File: src/mult_pkg.sv
/*
 * multiplier arithmetic constants
 * operand and product widths, signedness and the depth of the
 * multiplier pipeline, shared by the RTL and the testbench
 */
package mult_pkg;

    // width of each operand in bits
    localparam int INPUT_WIDTH = 16;

    // a full product never overflows at twice the operand width
    localparam int OUTPUT_WIDTH = 2 * INPUT_WIDTH;

    // when set, operands and product are treated as two's complement
    // and the multiplier sign-extends both inputs
    localparam bit IS_SIGNED = 1'b1;

    // register stages in the multiplier
    // stage 0 holds the operands, stage 1 the raw product and the
    // rest only carry the product forward to ease timing
    localparam int PIPE_STAGES = 3;

endpackage

File: src/axis_pkg.sv
/*
 * stream payload definitions
 * operand, operand pair and product payloads carried over the
 * valid/ready links, plus stream-level constants
 */
package axis_pkg;

    // number of operand streams the join synchronizes
    localparam int NUM_OPERANDS = 2;

    // one operand as it travels on an input stream
    typedef logic [mult_pkg::INPUT_WIDTH-1:0] operand_t;

    // both operands of one multiplication, packed side by side
    // a sits in the upper half, b in the lower half
    typedef struct packed {
        operand_t a;
        operand_t b;
    } operand_pair_t;

    // one product on the output stream
    typedef logic [mult_pkg::OUTPUT_WIDTH-1:0] product_t;

endpackage

File: src/axis_skid_buffer.sv
/*
 * stream skid buffer
 * two-entry register slice for a valid/ready link, full throughput
 * with in_ready driven straight from a flop
 */
module axis_skid_buffer #(
    parameter type payload_t = logic [7:0]
) (
    input  logic     clk,
    input  logic     reset,
    input  logic     in_valid,
    output logic     in_ready,
    input  payload_t in_data,
    output logic     out_valid,
    input  logic     out_ready,
    output payload_t out_data
);

    // main register feeds the output, spill catches one beat under stall
    logic     main_valid;
    logic     spill_valid;
    payload_t main_data;
    payload_t spill_data;

    logic accept;
    logic pop;
    logic main_load_in;
    logic main_load_spill;
    logic spill_load;

    // ready only looks at the spill flag, so out_ready never reaches in_ready
    assign in_ready  = !spill_valid;
    assign out_valid = main_valid;
    assign out_data  = main_data;

    assign accept = in_valid && in_ready;
    assign pop    = main_valid && out_ready;

    // an accepted beat goes straight to main when main is free or draining
    // (spill is always empty when a beat is accepted)
    assign main_load_in    = accept && (!main_valid || out_ready);
    // once main drains, a waiting spill beat moves up
    assign main_load_spill = pop && spill_valid;
    // main is held by the consumer, so the new beat parks in spill
    assign spill_load      = accept && main_valid && !out_ready;

    always_ff @(posedge clk) begin
        if (reset) begin
            main_valid  <= 1'b0;
            spill_valid <= 1'b0;
        end else begin
            if (main_load_in || main_load_spill) begin
                main_valid <= 1'b1;
            end else if (pop) begin
                main_valid <= 1'b0;
            end

            if (spill_load) begin
                spill_valid <= 1'b1;
            end else if (main_load_spill) begin
                spill_valid <= 1'b0;
            end
        end
    end

    // payload registers follow the load enables above
    always_ff @(posedge clk) begin
        if (main_load_spill) begin
            main_data <= spill_data;
        end else if (main_load_in) begin
            main_data <= in_data;
        end

        if (spill_load) begin
            spill_data <= in_data;
        end
    end

endmodule

File: src/axis_join.sv
/*
 * operand stream join
 * pairs two independent operand streams so that both operands move
 * together as one transfer, never one without the other
 */
module axis_join (
    input  logic                    a_valid,
    output logic                    a_ready,
    input  axis_pkg::operand_t      a_data,
    input  logic                    b_valid,
    output logic                    b_ready,
    input  axis_pkg::operand_t      b_data,
    output logic                    pair_valid,
    input  logic                    pair_ready,
    output axis_pkg::operand_pair_t pair_data
);

    // collected valids of all operand streams, a in bit 0 and b in bit 1
    logic [axis_pkg::NUM_OPERANDS-1:0] valids;

    assign valids = {b_valid, a_valid};

    // a pair exists only once every stream has a beat waiting
    assign pair_valid = &valids;

    // each side is released only if the other side goes in the same cycle,
    // which keeps the two streams in lock step
    // valids never look at any ready here, so no loop forms through the join
    assign a_ready = pair_ready && valids[1];
    assign b_ready = pair_ready && valids[0];

    // pack the operands in the order the pipeline expects
    assign pair_data.a = a_data;
    assign pair_data.b = b_data;

endmodule

File: src/mult_pipeline.sv
/*
 * stalling multiplier pipeline
 * registers the operand pair, multiplies it and carries the product
 * through the remaining stages, all stages frozen by one stall
 */
module mult_pipeline (
    input  logic                    clk,
    input  logic                    reset,
    input  logic                    pair_valid,
    output logic                    pair_ready,
    input  axis_pkg::operand_pair_t pair_data,
    output logic                    prod_valid,
    input  logic                    prod_ready,
    output axis_pkg::product_t      prod_data
);

    // one valid bit per stage, stage 0 is the operand register
    logic [mult_pkg::PIPE_STAGES-1:0] valid_q;

    // stage 0 operands
    axis_pkg::operand_t a_q;
    axis_pkg::operand_t b_q;

    // product registers for stage 1 onwards
    axis_pkg::product_t prod_q [1:mult_pkg::PIPE_STAGES-1];

    // combinational product of the stage 0 operands
    axis_pkg::product_t mult_result;

    logic advance;

    // the whole pipe moves when the last stage is empty or being drained
    // bubbles in earlier stages are not squeezed out, which keeps the
    // stall a single global enable
    assign advance    = !valid_q[mult_pkg::PIPE_STAGES-1] || prod_ready;
    assign pair_ready = advance;

    assign prod_valid = valid_q[mult_pkg::PIPE_STAGES-1];
    assign prod_data  = prod_q[mult_pkg::PIPE_STAGES-1];

    // signedness is fixed at elaboration
    generate
        if (mult_pkg::IS_SIGNED) begin : g_signed
            // both operands signed, so the product is sign-extended to full width
            assign mult_result = $signed(a_q) * $signed(b_q);
        end else begin : g_unsigned
            assign mult_result = a_q * b_q;
        end
    endgenerate

    // valid bits shift one stage per advance
    always_ff @(posedge clk) begin
        if (reset) begin
            valid_q <= '0;
        end else if (advance) begin
            valid_q[0] <= pair_valid;
            for (int i = 1; i < mult_pkg::PIPE_STAGES; i++) begin
                valid_q[i] <= valid_q[i-1];
            end
        end
    end

    // data registers move with the same enable as the valid bits
    always_ff @(posedge clk) begin
        if (advance) begin
            a_q       <= pair_data.a;
            b_q       <= pair_data.b;
            prod_q[1] <= mult_result;
            for (int i = 2; i < mult_pkg::PIPE_STAGES; i++) begin
                prod_q[i] <= prod_q[i-1];
            end
        end
    end

endmodule

File: src/mult_top.sv
/*
 * streaming multiplier top level
 * two operand streams in, one product stream out, built from input
 * and output skid buffers, a join and the multiplier pipeline
 */
module mult_top (
    input  logic               clk,
    input  logic               reset,
    input  logic               in0_tvalid,
    output logic               in0_tready,
    input  axis_pkg::operand_t in0_tdata,
    input  logic               in1_tvalid,
    output logic               in1_tready,
    input  axis_pkg::operand_t in1_tdata,
    output logic               out_tvalid,
    input  logic               out_tready,
    output axis_pkg::product_t out_tdata
);

    // registered operand streams into the join
    logic               a_valid;
    logic               a_ready;
    axis_pkg::operand_t a_data;
    logic               b_valid;
    logic               b_ready;
    axis_pkg::operand_t b_data;

    // joined pairs into the multiplier
    logic                    pair_valid;
    logic                    pair_ready;
    axis_pkg::operand_pair_t pair_data;

    // products into the output slice
    logic               prod_valid;
    logic               prod_ready;
    axis_pkg::product_t prod_data;

    // input slices cut the ready path back to the operand sources
    axis_skid_buffer #(.payload_t(axis_pkg::operand_t)) in0_slice (
        .clk(clk), .reset(reset),
        .in_valid(in0_tvalid), .in_ready(in0_tready), .in_data(in0_tdata),
        .out_valid(a_valid), .out_ready(a_ready), .out_data(a_data)
    );

    axis_skid_buffer #(.payload_t(axis_pkg::operand_t)) in1_slice (
        .clk(clk), .reset(reset),
        .in_valid(in1_tvalid), .in_ready(in1_tready), .in_data(in1_tdata),
        .out_valid(b_valid), .out_ready(b_ready), .out_data(b_data)
    );

    axis_join u_join (
        .a_valid(a_valid), .a_ready(a_ready), .a_data(a_data),
        .b_valid(b_valid), .b_ready(b_ready), .b_data(b_data),
        .pair_valid(pair_valid), .pair_ready(pair_ready), .pair_data(pair_data)
    );

    mult_pipeline u_pipeline (
        .clk(clk), .reset(reset),
        .pair_valid(pair_valid), .pair_ready(pair_ready), .pair_data(pair_data),
        .prod_valid(prod_valid), .prod_ready(prod_ready), .prod_data(prod_data)
    );

    // output slice keeps out_tready off the pipeline stall path
    axis_skid_buffer #(.payload_t(axis_pkg::product_t)) out_slice (
        .clk(clk), .reset(reset),
        .in_valid(prod_valid), .in_ready(prod_ready), .in_data(prod_data),
        .out_valid(out_tvalid), .out_ready(out_tready), .out_data(out_tdata)
    );

endmodule

File: config.mk
export PLATFORM = sky130hd
export DESIGN_NAME = mult_top
export DESIGN_NICKNAME = d
export VERILOG_FILES = /design/src/mult_pkg.sv /design/src/axis_pkg.sv /design/src/axis_skid_buffer.sv /design/src/axis_join.sv /design/src/mult_pipeline.sv /design/src/mult_top.sv
export SDC_FILE = /design/constraint.sdc
export NUM_CORES = 1
export LEC_CHECK = 0
export ABC_AREA = 1
export BUFFER_PORTS_ARGS = -buffer_cell sky130_fd_sc_hd__clkbuf_2
export CAP_MARGIN = 25
export CORE_ASPECT_RATIO = 2
export CORE_UTILIZATION = 43
export CTS_BUF_LIST = sky130_fd_sc_hd__clkbuf_4
export DETAILED_ROUTE_END_ITERATION = 10
export PLACE_DENSITY_LB_ADDON = 0.12
export SYNTH_ARGS = -nofsm -noshare
export SYNTH_HDL_FRONTEND = slang
export SYNTH_SLANG_ARGS = --single-unit
File: constraint.sdc
create_clock -name clk -period 7.75 [get_ports clk]
set_clock_uncertainty 0.05 [all_clocks]
set_input_delay 0 -clock clk [delete_from_list [all_inputs] [get_ports clk]]
set_output_delay 0 -clock clk [all_outputs]
set_load 0.01 [all_outputs]
* Word level (Yosys, flattened, before mapping) *
Memories as Yosys holds them, arrays and structs flattened.
Index checks and enable logic that the tools add are counted.

word-level totals
  bits in registers = 169
  RAM bits = 64
  output and inout port bits = 35
  memories kept = 1

memories
  name               words  width  read ports  clocked after Yosys merged registers in  wr ports  line                 source
  u_pipeline.prod_q  2      32     2           0                                        2         mult_pipeline.sv:25  axis_pkg::product_t prod_q [1:mult_pkg::PIPE_STAGES-1];

cells by class
  $mul = 1
  muxes and demuxes = 20
  reductions and logical operators = 47

operator list
  cell                          count
  2-to-1 mux 16 bit             4
  2-to-1 mux 32 bit             2
  multiplier 16 x 16 -> 32 bit  1
  logical AND 1 bit             20
  nonzero test 2 bit            9
  2-to-1 mux 1 bit              14
  zero test 1 bit               10
  logical OR 1 bit              7
  AND reduction 2 bit           1

* Depth between registers and ports, before layout *
Gate-level depths: netlist (run 1).

  depth after elaboration = 7
  gate-level depth with buffers = 26
  mapped depth without buffers = 24

* By module *
A second synthesis (run 1) with hierarchy kept.

unflattened totals
  cell total of the unflattened synthesis = 1972
  area, all modules = 19327.3 µm²

modules (own cells, without submodules)
  module                             instances  cells an instance  area each (µm²)  sequential area each (µm²)
  mult_pipeline                      1          1538               13741.9          2942.8
  axis_skid_buffer at in0_slice ...  2          104                1383.8           1001.0
  axis_skid_buffer at out_slice      1          188                2555.0           1961.9
  axis_join                          1          38                 262.8            0.0

* Worst setup path after synthesis (run 1) *
OpenSTA, ideal clock, no wires.

  kind = register to register
  start = reg u_pipeline.b_q[5]
  end = mem u_pipeline.prod_q[1][31] (netlist name), data pin
  library setup time = 252 ps
  arrival = 5305 ps
  data required time = 7448 ps
  setup slack = 2143 ps
  cell stages (with the launch flop) = 23
  buffers on the path = 2
  clock period less this slack = 5607 ps
  cell sequence = edfxtp_1 > clkbuf_1 > clkbuf_1 > nand2_1 > fa_1 > inv_1 > fa_1 > inv_1 > fa_1 > fa_1 > fa_1 > fa_1 > inv_1 > ha_1 > nand2_1 > nor2_1 > inv_1 > nor3_1 > nand2_1 > inv_1 > nor2_1 > nand2_1 > nand2_1

RTL lines
  element                 line                 source
  from (decl)             mult_pipeline.sv:22  axis_pkg::operand_t b_q;
  from (signal assigned)  mult_pipeline.sv:67  b_q <= pair_data.b;
  to (decl)               mult_pipeline.sv:25

==> flow_metrics.tcl, run 1 <==
set metrics [dict create \
    place_congestion 0.900 \
    cts_root_buf "clkbuf_4" \
    setup_viol 0 \
    crit_required_ns 8.15 \
    grt_pass1_vias 13800 \
    final_area_sq_um 21100 \
    synth_nets 2330 \
    timing.final.ws_setup_ns 1.11 \
    ys_ff_latch 233 \
    avgViaCountPerCell 4.66 \
    cts-buffers-inserted 54 \
    drv_slew 0 \
    fin_setup_tns_ns 0 \
    io_pins 72 \
    seq_area_frac_synth 0.368 \
    path_buf_inv 3 \
    globalRouteMet3Util 0.0255 \
    fmax_ghz 0.151 \
    critical_path_class "reg2reg" \
    area_growth_syn_to_layout_pct 12.4 \
    place_area_sq_um 19600 \
    period_share 0.856 \
    reg2reg_slack_ns 1.11 \
    critPathArrivalTime_ns 7.03 \
    timing.rr.end "u_pipeline.prod_q[1][29]" \
    crit_cells 18 \
    worst_path_dominant_cell_family "adder cells" \
    worst_pin_slew_ns 0.824 \
    drcViolationCount 0 \
    path_cells "nand2_1 > inv_1 > fa_1 > fa_1 > fa_1 > fa_1 > fa_1 > inv_1 > fa_1 > inv_1 > ha_1 > nand2_2 > nor2_1 > nand2_1 > nor3_1 > nand2_1 > nand3_1 > nand2_1" \
    wirelength_mm 42.5 \
    grt_max_degree 61 \
    cts_resized 0 \
    grt-ovfl-total 0 \
    grt_antenna_before_repair 1 \
    yosysWarnings 0 \
    drive_gt1_frac 0.0968 \
    fp.dieH_microns 297 \
    min_period_ns 6.64 \
    crit_start "u_pipeline.b_q[1]" \
    timing.rr.start "u_pipeline.b_q[1]" \
    synth_cell_type_count 33 \
    crit_top_cell "fa_1" \
    max_stage_delay_ns 0.89 \
    maxCapViolCount 0 \
    grt_use_met1 0.195 \
    num_vias 12500 \
    post-place-ws_ns 1.13 \
    slowest_stage "fa_1" \
    end_kind "flop" \
    final_nets 2465 \
    drt-initial-drc-count 506 \
    start_util 0.438 \
    busiest_layer "met2" \
    grtUsageTotal 0.205 \
    drtPass1Iterations 5 \
    hpwl_mm 34.9 \
    cts_tree "built" \
    clk_pin_slew_ns 0.07 \
    die_w_microns 150 \
    port-buffer-count 71 \
    rows 107 \
    hold_path.class "in2reg" \
    crit_end "u_pipeline.prod_q[1][29]" \
    h-tree-depth 2 \
    fillers 4110 \
    crit_fanout 16 \
    clk_latency_ns 0.71 \
    die_area_sq_um 44500 \
    met2_usage 0.412 \
    core_area_sq_um 42800 \
    rsz0062_at_grt "false" \
    wl_per_cell_microns 15.9 \
    mappedNetlistArea_sq_um 18700 \
    grt_first_pass_wirelength_mm 69.4 \
    cts_num_sinks 233 \
    ant_nets 0 \
    finalHoldViolations 0 \
    synthCells 1949 \
    postSynthAreaPerCell_sq_um 9.62 \
    r2r_cells 18 \
    critPathLaunchType "flop" \
    cts_max_path_buffers 3 \
    slew_headroom 0.451 \
    status "finished, final reports clean" \
]
## registers in the layout (all words and copies together) (netlist names)
register,count
in0_slice.out_data,16
in0_slice.out_valid,1
in0_slice.spill_data,16
in0_slice.spill_valid,1
in1_slice.out_data,16
in1_slice.out_valid,1
in1_slice.spill_data,16
in1_slice.spill_valid,1
out_slice.out_data,32
out_slice.out_valid,1
out_slice.spill_data,32
out_slice.spill_valid,1
u_pipeline.a_q,16
u_pipeline.b_q,16
u_pipeline.prod_q,64
u_pipeline.valid_q,3
## worst reg2reg max path, stage by stage, from the launching register on
cell,delay [ns]
edfxtp_1,0.63
nand2_1,0.23
inv_1,0.11
fa_1,0.66
fa_1,0.89
fa_1,0.53
fa_1,0.51
fa_1,0.49
inv_1,0.05
fa_1,0.47
inv_1,0.04
ha_1,0.41
nand2_2,0.15
nor2_1,0.31
nand2_1,0.27
nor3_1,0.21
nand2_1,0.21
nand3_1,0.14
nand2_1,0.05
## cell usage after synthesis, drive strengths merged
| master | instances | area share |
|---|---|---|
| fa | 262 | 0.28 |
| and2 | 2 | 0.00067 |
| buf | 8 | 0.0021 |
| o21a | 1 | 0.00040 |
| clkbuf | 61 | 0.012 |
| inv | 496 | 0.099 |
| a21oi | 31 | 0.0083 |
| nand3b | 3 | 0.0012 |
| o21ai | 13 | 0.0035 |
| a21boi | 1 | 0.00040 |
| xnor2 | 4 | 0.0019 |
| edfxtp | 224 | 0.36 |
| dfxtp | 9 | 0.0096 |
| o21bai | 5 | 0.0020 |
| nand2 | 613 | 0.12 |
| nand3 | 34 | 0.010 |
| nand4 | 11 | 0.0037 |
| xor2 | 17 | 0.0079 |
| a21o | 1 | 0.00040 |
| nor2 | 59 | 0.014 |
| o31ai | 1 | 0.00040 |
| nor3 | 8 | 0.0029 |
| ha | 82 | 0.055 |
| or2 | 3 | 0.0010 |
## final cells by class
cell class	instances	area [sq um]	share of cell area
multi-input cells	1151	9740	0.462
flip-flops and latches	233	6910	0.328
inverters	496	1860	0.0883
repair buffers	148	1130	0.0536
well taps	545	682	0.0324
clock buffers	85	638	0.0303
clock inverters	15	118	0.00558
diodes	2	5.00	0.000237
## layer usage
layer  up-vias  part of all wire
met2       234              0.58
met1      6088              0.35
li1       6069                 -
met5         -                 0
met4         0             0.047
met3        83             0.025
## how the worst min path moves through the flow
stage                              from                  endpoint  slack [ns]  cells after the start
after global routing      in0_tdata[12]    in0_slice.out_data[12]        0.05                      4
after CTS                 in0_tdata[14]    in0_slice.out_data[14]        0.01                      4
final                     in0_tdata[12]    in0_slice.out_data[12]        0.07                      4
after floorplan                   reset     in0_slice.spill_valid        0.02                      1
after detailed placement  in1_tdata[11]  in1_slice.spill_data[11]        0.15                      1
after global placement     in1_tdata[0]   in1_slice.spill_data[0]        0.15                      1
## stage by stage
step                utilization  hold slack (ns)  instances
floorplan                     -           0.0191       1949
global route              0.492           0.0495       2674
finish                    0.492           0.0704       2675
global placement          0.457            0.145       2502
CTS                       0.491           0.0111       2672
detailed placement        0.457            0.147       2502
## timing repair
| item | CTS | global route |
|---|---|---|
| hold endpoints to repair | 146 | 0 |
| setup buffers | 0 | 0 |
| hold buffers | 70 | 0 |
## cell usage in the layout (no fill, tap or decap), types with 8 or more instances in the layout
cell and count:
nand3_1 31, nor2_1 49, xor2_1 17, edfxtp_1 224
dfxtp_1 9, a21oi_1 31, nand2_1 604, clkbuf_4 85
nand2_2 8, dlygate4sd3_1 70, clkbuf_2 71, nand4_1 11
o21ai_0 11, inv_1 489, ha_1 82, clkinv_1 9
fa_1 262
## logic make-up (layout without fill, tap and decap cells)
kind of cell / after synthesis / in the layout / share of synthesized area
AND/OR/NAND/NOR: 733 / 733 / 0.158
adder cells (fa/ha/maj): 344 / 344 / 0.335
buffers and inverters: 565 / 744 / 0.114
XOR/XNOR: 21 / 21 / 0.00981
AO/OA/AOI/OAI: 53 / 53 / 0.0154
flip-flops: 233 / 233 / 0.368
other: 0 / 2 / 0
Power of run 1 is left out: the tool's default activity adds up to more than one toggle a clock period on the data nets, which glitch-free logic cannot reach.
==> inputs of run 2 (changes only) <==
==> constraint.sdc (replaced) <==
create_clock -name clk -period 8.5 [get_ports clk]
set_clock_uncertainty 0.05 [all_clocks]
set_input_delay 0 -clock clk [delete_from_list [all_inputs] [get_ports clk]]
set_output_delay 0 -clock clk [all_outputs]
set_load 0.01 [all_outputs]
==> run 2 against run 1 <==
  * Routed wire length rose by 1.7%
  * Core utilization fell by 0.20 points
  * Maximum frequency rose by 0.38%
  * First-iteration DRC count rose by 5.3%
  * Setup slack improved by 0.78 ns
  * Register-to-register slack improved by 0.78 ns
  * Sequential share of layout area rose by 0.14 points
  * Count of clock-buffer cells in the layout fell by 4
  * Global-route usage rose by 0.28 points
  * Sequential cell count did not move
  * Worst hold slack improved by 0.020 ns
==> flow_metrics.tcl, run 2 (synthesis gave the netlist of run 1 again) <==
set metrics [dict create \
    hold_slack_ns 0.0907 \
    setup_viol 0 \
    rsz0062_at_grt "false" \
    io_pins 72 \
    grt_first_pass_wirelength_mm 70.4 \
    ant_nets 0 \
    drcViolationCount 0 \
    cts-buffers-inserted 53 \
    critPathLaunchType "flop" \
    critical_path_class "reg2reg" \
    grt_use_met1 0.197 \
    rows 107 \
    final_nets 2463 \
    drtPass1Iterations 6 \
    grt_max_degree 63 \
    critPathArrivalTime_ns 6.98 \
    r2r_cells 18 \
    drt-initial-drc-count 533 \
    wl_per_cell_microns 16.2 \
    globalRouteMet3Util 0.0267 \
    die_area_sq_um 44500 \
    maxCapViolCount 0 \
    clk_latency_ns 0.69 \
    cts_root_buf "clkbuf_4" \
    cts_tree "built" \
    crit_fanout 16 \
    core_area_sq_um 42800 \
    wirelength_mm 43.2 \
    met2_usage 0.419 \
    die_w_microns 150 \
    num_vias 12600 \
    h-tree-depth 2 \
    drive_gt1_frac 0.0932 \
    hold_depth 4 \
    hold_path.class "in2reg" \
    top_register "u_pipeline.prod_q" \
    end_kind "flop" \
    final_area_sq_um 21000 \
    period_share 0.778 \
    worst_pin_slew_ns 0.849 \
    status "finished, final reports clean" \
    layout_common_cells "nand2_1 (604), inv_1 (489), fa_1 (262)" \
    cts_num_sinks 233 \
    largest_reg_flops 64 \
    fin_setup_tns_ns 0 \
    cts_setup_buffers 0 \
    min_period_ns 6.61 \
    grt_pass1_vias 14000 \
    crit_required_ns 8.87 \
    drv_slew 0 \
    final_common_cell "nand2_1" \
    start_util 0.438 \
    grt-ovfl-total 0 \
    busiest_layer "met2" \
    port-buffer-count 71 \
    fmax_ghz 0.151 \
    area_growth_syn_to_layout_pct 12.0 \
    grtUsageTotal 0.208 \
    clk_pin_slew_ns 0.07 \
    place_area_sq_um 19600 \
    fp.dieH_microns 297 \
    finalHoldViolations 0 \
    final_util 0.490 \
    place_congestion 0.953 \
    hpwl_mm 35.1 \
    avgViaCountPerCell 4.71 \
    cts_max_path_buffers 3 \
    grt_antenna_before_repair 1 \
    slew_headroom 0.434 \
]
-- run 2: cell count changes in the layout (fill, tap and decap cells not counted) --
cell and change:
buf_4 -1, inv_2 +1, diode_2 -1, clkbuf_4 -4
bufinv_16 -2, clkinv_2 -2, clkinv_1 +5
-- run 2: layer usage --
layer | routed length [microns] | vias to the layer above
met4 | 1920 | 0
met5 | 0 | -
li1 | - | 6061
met2 | 25100 | 275
met3 | 1240 | 108
met1 | 15000 | 6131
-- run 2: area by class of cell --
type                            instances  area [sq um]
Tap cell                              545           682
Clock inverter                         17          70.1
Sequential cell                       233          6910
Timing Repair Buffer                  147          1120
Inverter                              496          1860
Antenna cell                            1          2.50
Fill cell                            4163         21900
Clock buffer                           81           608
Multi-Input combinational cell       1151          9740
-- run 2: worst paths after layout --
check	from	end	slack (ns)
max reg2reg	u_pipeline.b_q[1]	u_pipeline.prod_q[1][24]	1.89
min reg2reg	u_pipeline.prod_q[1][23]	u_pipeline.prod_q[2][23]	0.35
max	u_pipeline.b_q[1]	u_pipeline.prod_q[1][24]	1.89
min	in1_tdata[2]	in1_slice.out_data[2]	0.09
-- run 2: what timing repair did --
action | CTS | global route
setup endpoints to repair | 0 | 0
hold endpoints to repair | 162 | 0
resized for setup | 0 | 0
hold buffers | 70 | 0
-- run 2: through the flow --
stage | instances | worst slack (ns)
final | 2671 | 1.89
after global routing | 2671 | 1.63
after global placement | 2501 | 1.98
after CTS | 2669 | 1.88
after detailed placement | 2501 | 1.93
after floorplan | 1949 | 2.89
-- run 2: critical path: stages, from the launching register on --
cell      delay [ns]
edfxtp_1        0.76
nand2_1         0.20
inv_1           0.16
fa_1            0.56
fa_1            0.86
fa_1            0.52
fa_1            0.50
fa_1            0.49
inv_1           0.05
fa_1            0.47
inv_1           0.04
ha_1            0.40
nand2_2         0.11
nor2_1          0.32
inv_1           0.09
nor2_1          0.18
nand4_1         0.30
nand4_1         0.19
nand2_1         0.07
Power of run 2 is left out for the same reason.
==> inputs of run 3 (changes only) <==
==> constraint.sdc (replaced) <==
create_clock -name clk -period 6.7 [get_ports clk]
set_clock_uncertainty 0.05 [all_clocks]
set_input_delay 0 -clock clk [delete_from_list [all_inputs] [get_ports clk]]
set_output_delay 0 -clock clk [all_outputs]
set_load 0.01 [all_outputs]
==> run 3 against run 2 <==
  * Cell count increased by 0.67%
  * Maximum frequency up 3.1%
  * Register-to-register slack lost 1.6 ns
  * Critical endpoint is now u_pipeline.prod_q[1][30]
  * Via count is 0.18% higher
==> flow_metrics.tcl, run 3 (synthesis gave the netlist of run 1 again) <==
set metrics [dict create \
    die_w_microns 150 \
    status "finished, final reports clean" \
    path_buf_inv 5 \
    hp-start "in1_tdata[4]" \
    cts_max_path_buffers 3 \
    path_cells "nand2_1 > fa_1 > inv_1 > fa_1 > buf_4 > fa_1 > fa_1 > fa_1 > inv_1 > fa_1 > inv_1 > ha_1 > nand2_2 > inv_1 > nand2_1 > nor3_1 > and2_1 > nand2_1 > nand3_1 > nand2_1" \
    crit_top_cell "fa_1" \
    core_area_sq_um 42800 \
    grt_antenna_before_repair 1 \
    cts_root_buf "clkbuf_4" \
    final_area_sq_um 21200 \
    setup_viol 0 \
    final_common_cell "nand2_1" \
    worst_pin_slew_ns 0.858 \
    grtUsageTotal 0.215 \
    hold_depth 4 \
    final_nets 2480 \
    worst_path_dominant_cell_family "adder cells" \
    critPathLaunchType "flop" \
    crit_start "u_pipeline.b_q[6]" \
    hold_path.class "in2reg" \
    cts_tree "built" \
    min_period_ns 6.41 \
    rows 107 \
    reg2reg_slack_ns 0.29 \
    cts-buffers-inserted 54 \
    io_pins 72 \
    ant_nets 0 \
    h-tree-depth 2 \
    clk_latency_ns 0.70 \
    period_share 0.957 \
    fp.dieH_microns 297 \
    drt-initial-drc-count 413 \
    maxCapViolCount 0 \
    r2r_cells 20 \
    rsz0062_at_grt "false" \
    cts_resized 0 \
    die_area_sq_um 44500 \
    drv_slew 0 \
    place_area_sq_um 19700 \
    drcViolationCount 0 \
    timing.rr.start "u_pipeline.b_q[6]" \
    place_congestion 0.929 \
    clk_pin_slew_ns 0.08 \
    whs_endpoint "in1_slice.out_data[4]" \
    avgViaCountPerCell 4.69 \
    fmax_ghz 0.156 \
    slowest_stage "edfxtp_1" \
    end_kind "flop" \
    grt_first_pass_wirelength_mm 72.1 \
    cts_num_sinks 233 \
    top_register "u_pipeline.prod_q" \
    wirelength_mm 44.2 \
    max_stage_delay_ns 0.79 \
    critical_path_class "reg2reg" \
    wl_per_cell_microns 16.5 \
    layout_common_cells "nand2_1 (604), inv_1 (489), fa_1 (262)" \
    drtPass1Iterations 6 \
    grt_max_degree 63 \
    drive_gt1_frac 0.104 \
    num_vias 12600 \
    hpwl_mm 36.5 \
    timing.rr.end "u_pipeline.prod_q[1][30]" \
    area_growth_syn_to_layout_pct 13.0 \
    finalHoldViolations 0 \
    port-buffer-count 71 \
    crit_required_ns 7.11 \
    slew_headroom 0.428 \
    start_util 0.438 \
    grt-ovfl-total 0 \
    largest_reg_flops 64 \
    grt_pass1_vias 14200 \
    fin_setup_tns_ns 0 \
    crit_fanout 16 \
    critPathArrivalTime_ns 6.83 \
]
-- run 3: cell types whose count changed in the layout (fill, tap and decap cells not counted) --
cell / delta
buf_4: +17
clkinv_1: -7
clkbuf_4: +5
bufinv_16: +2
clkinv_2: +2
diode_2: +1
dlygate4sd3_1: -1
inv_2: -1
-- run 3: per-layer routing --
metal | vias up | share of wire | global-route usage
met4 | 0 | 0.048 | 0.113
met5 | - | 0 | 0
met3 | 102 | 0.029 | 0.0241
met2 | 286 | 0.59 | 0.435
li1 | 6102 | - | -
met1 | 6108 | 0.33 | 0.200
-- run 3: layout make-up --
class	instances	area, sq um
Sequential cell	233	6910
Multi-Input combinational cell	1151	9740
Fill cell	4065	21700
Clock buffer	86	646
Timing Repair Buffer	163	1240
Inverter	496	1860
Clock inverter	13	110
Antenna cell	2	5.00
Tap cell	545	682
-- run 3: stage by stage --
step	utilization	hold slack, ns	worst slack, ns	std cells
CTS	0.494	0.0129	0.165	2685
floorplan	-	0.0191	1.09	1949
finish	0.495	0.0713	0.285	2689
global placement	0.460	0.146	0.173	2517
detailed placement	0.460	0.147	0.139	2517
global route	0.495	0.0395	0.0308	2689
-- run 3: worst min-delay path: cells and delay by family --
family / cells / cell delay (ns)
AND/OR/NAND/NOR: 2 / 0.09
buffers and inverters: 2 / 0.62
-- run 3: what timing repair did --
| action | 4_1_cts | 5_1_grt |
|---|---|---|
| setup endpoints to repair | 0 | 3 |
| hold endpoints to repair | 145 | 0 |
| hold buffers | 69 | 0 |
| buffers inserted | 0 | 1 |
-- run 3: worst max-delay path by stage --
stage / end / cells past startpoint / slack (ns)
2_1_floorplan: u_pipeline.prod_q[1][31] / 22 / 1.09
3_3_place_gp: u_pipeline.prod_q[1][30] / 20 / 0.17
3_5_place_dp: u_pipeline.prod_q[1][30] / 20 / 0.14
4_1_cts: u_pipeline.prod_q[1][30] / 20 / 0.17
5_1_grt: u_pipeline.prod_q[1][24] / 20 / 0.03
6_report: u_pipeline.prod_q[1][30] / 20 / 0.29
Power of run 3 is left out for the same reason.
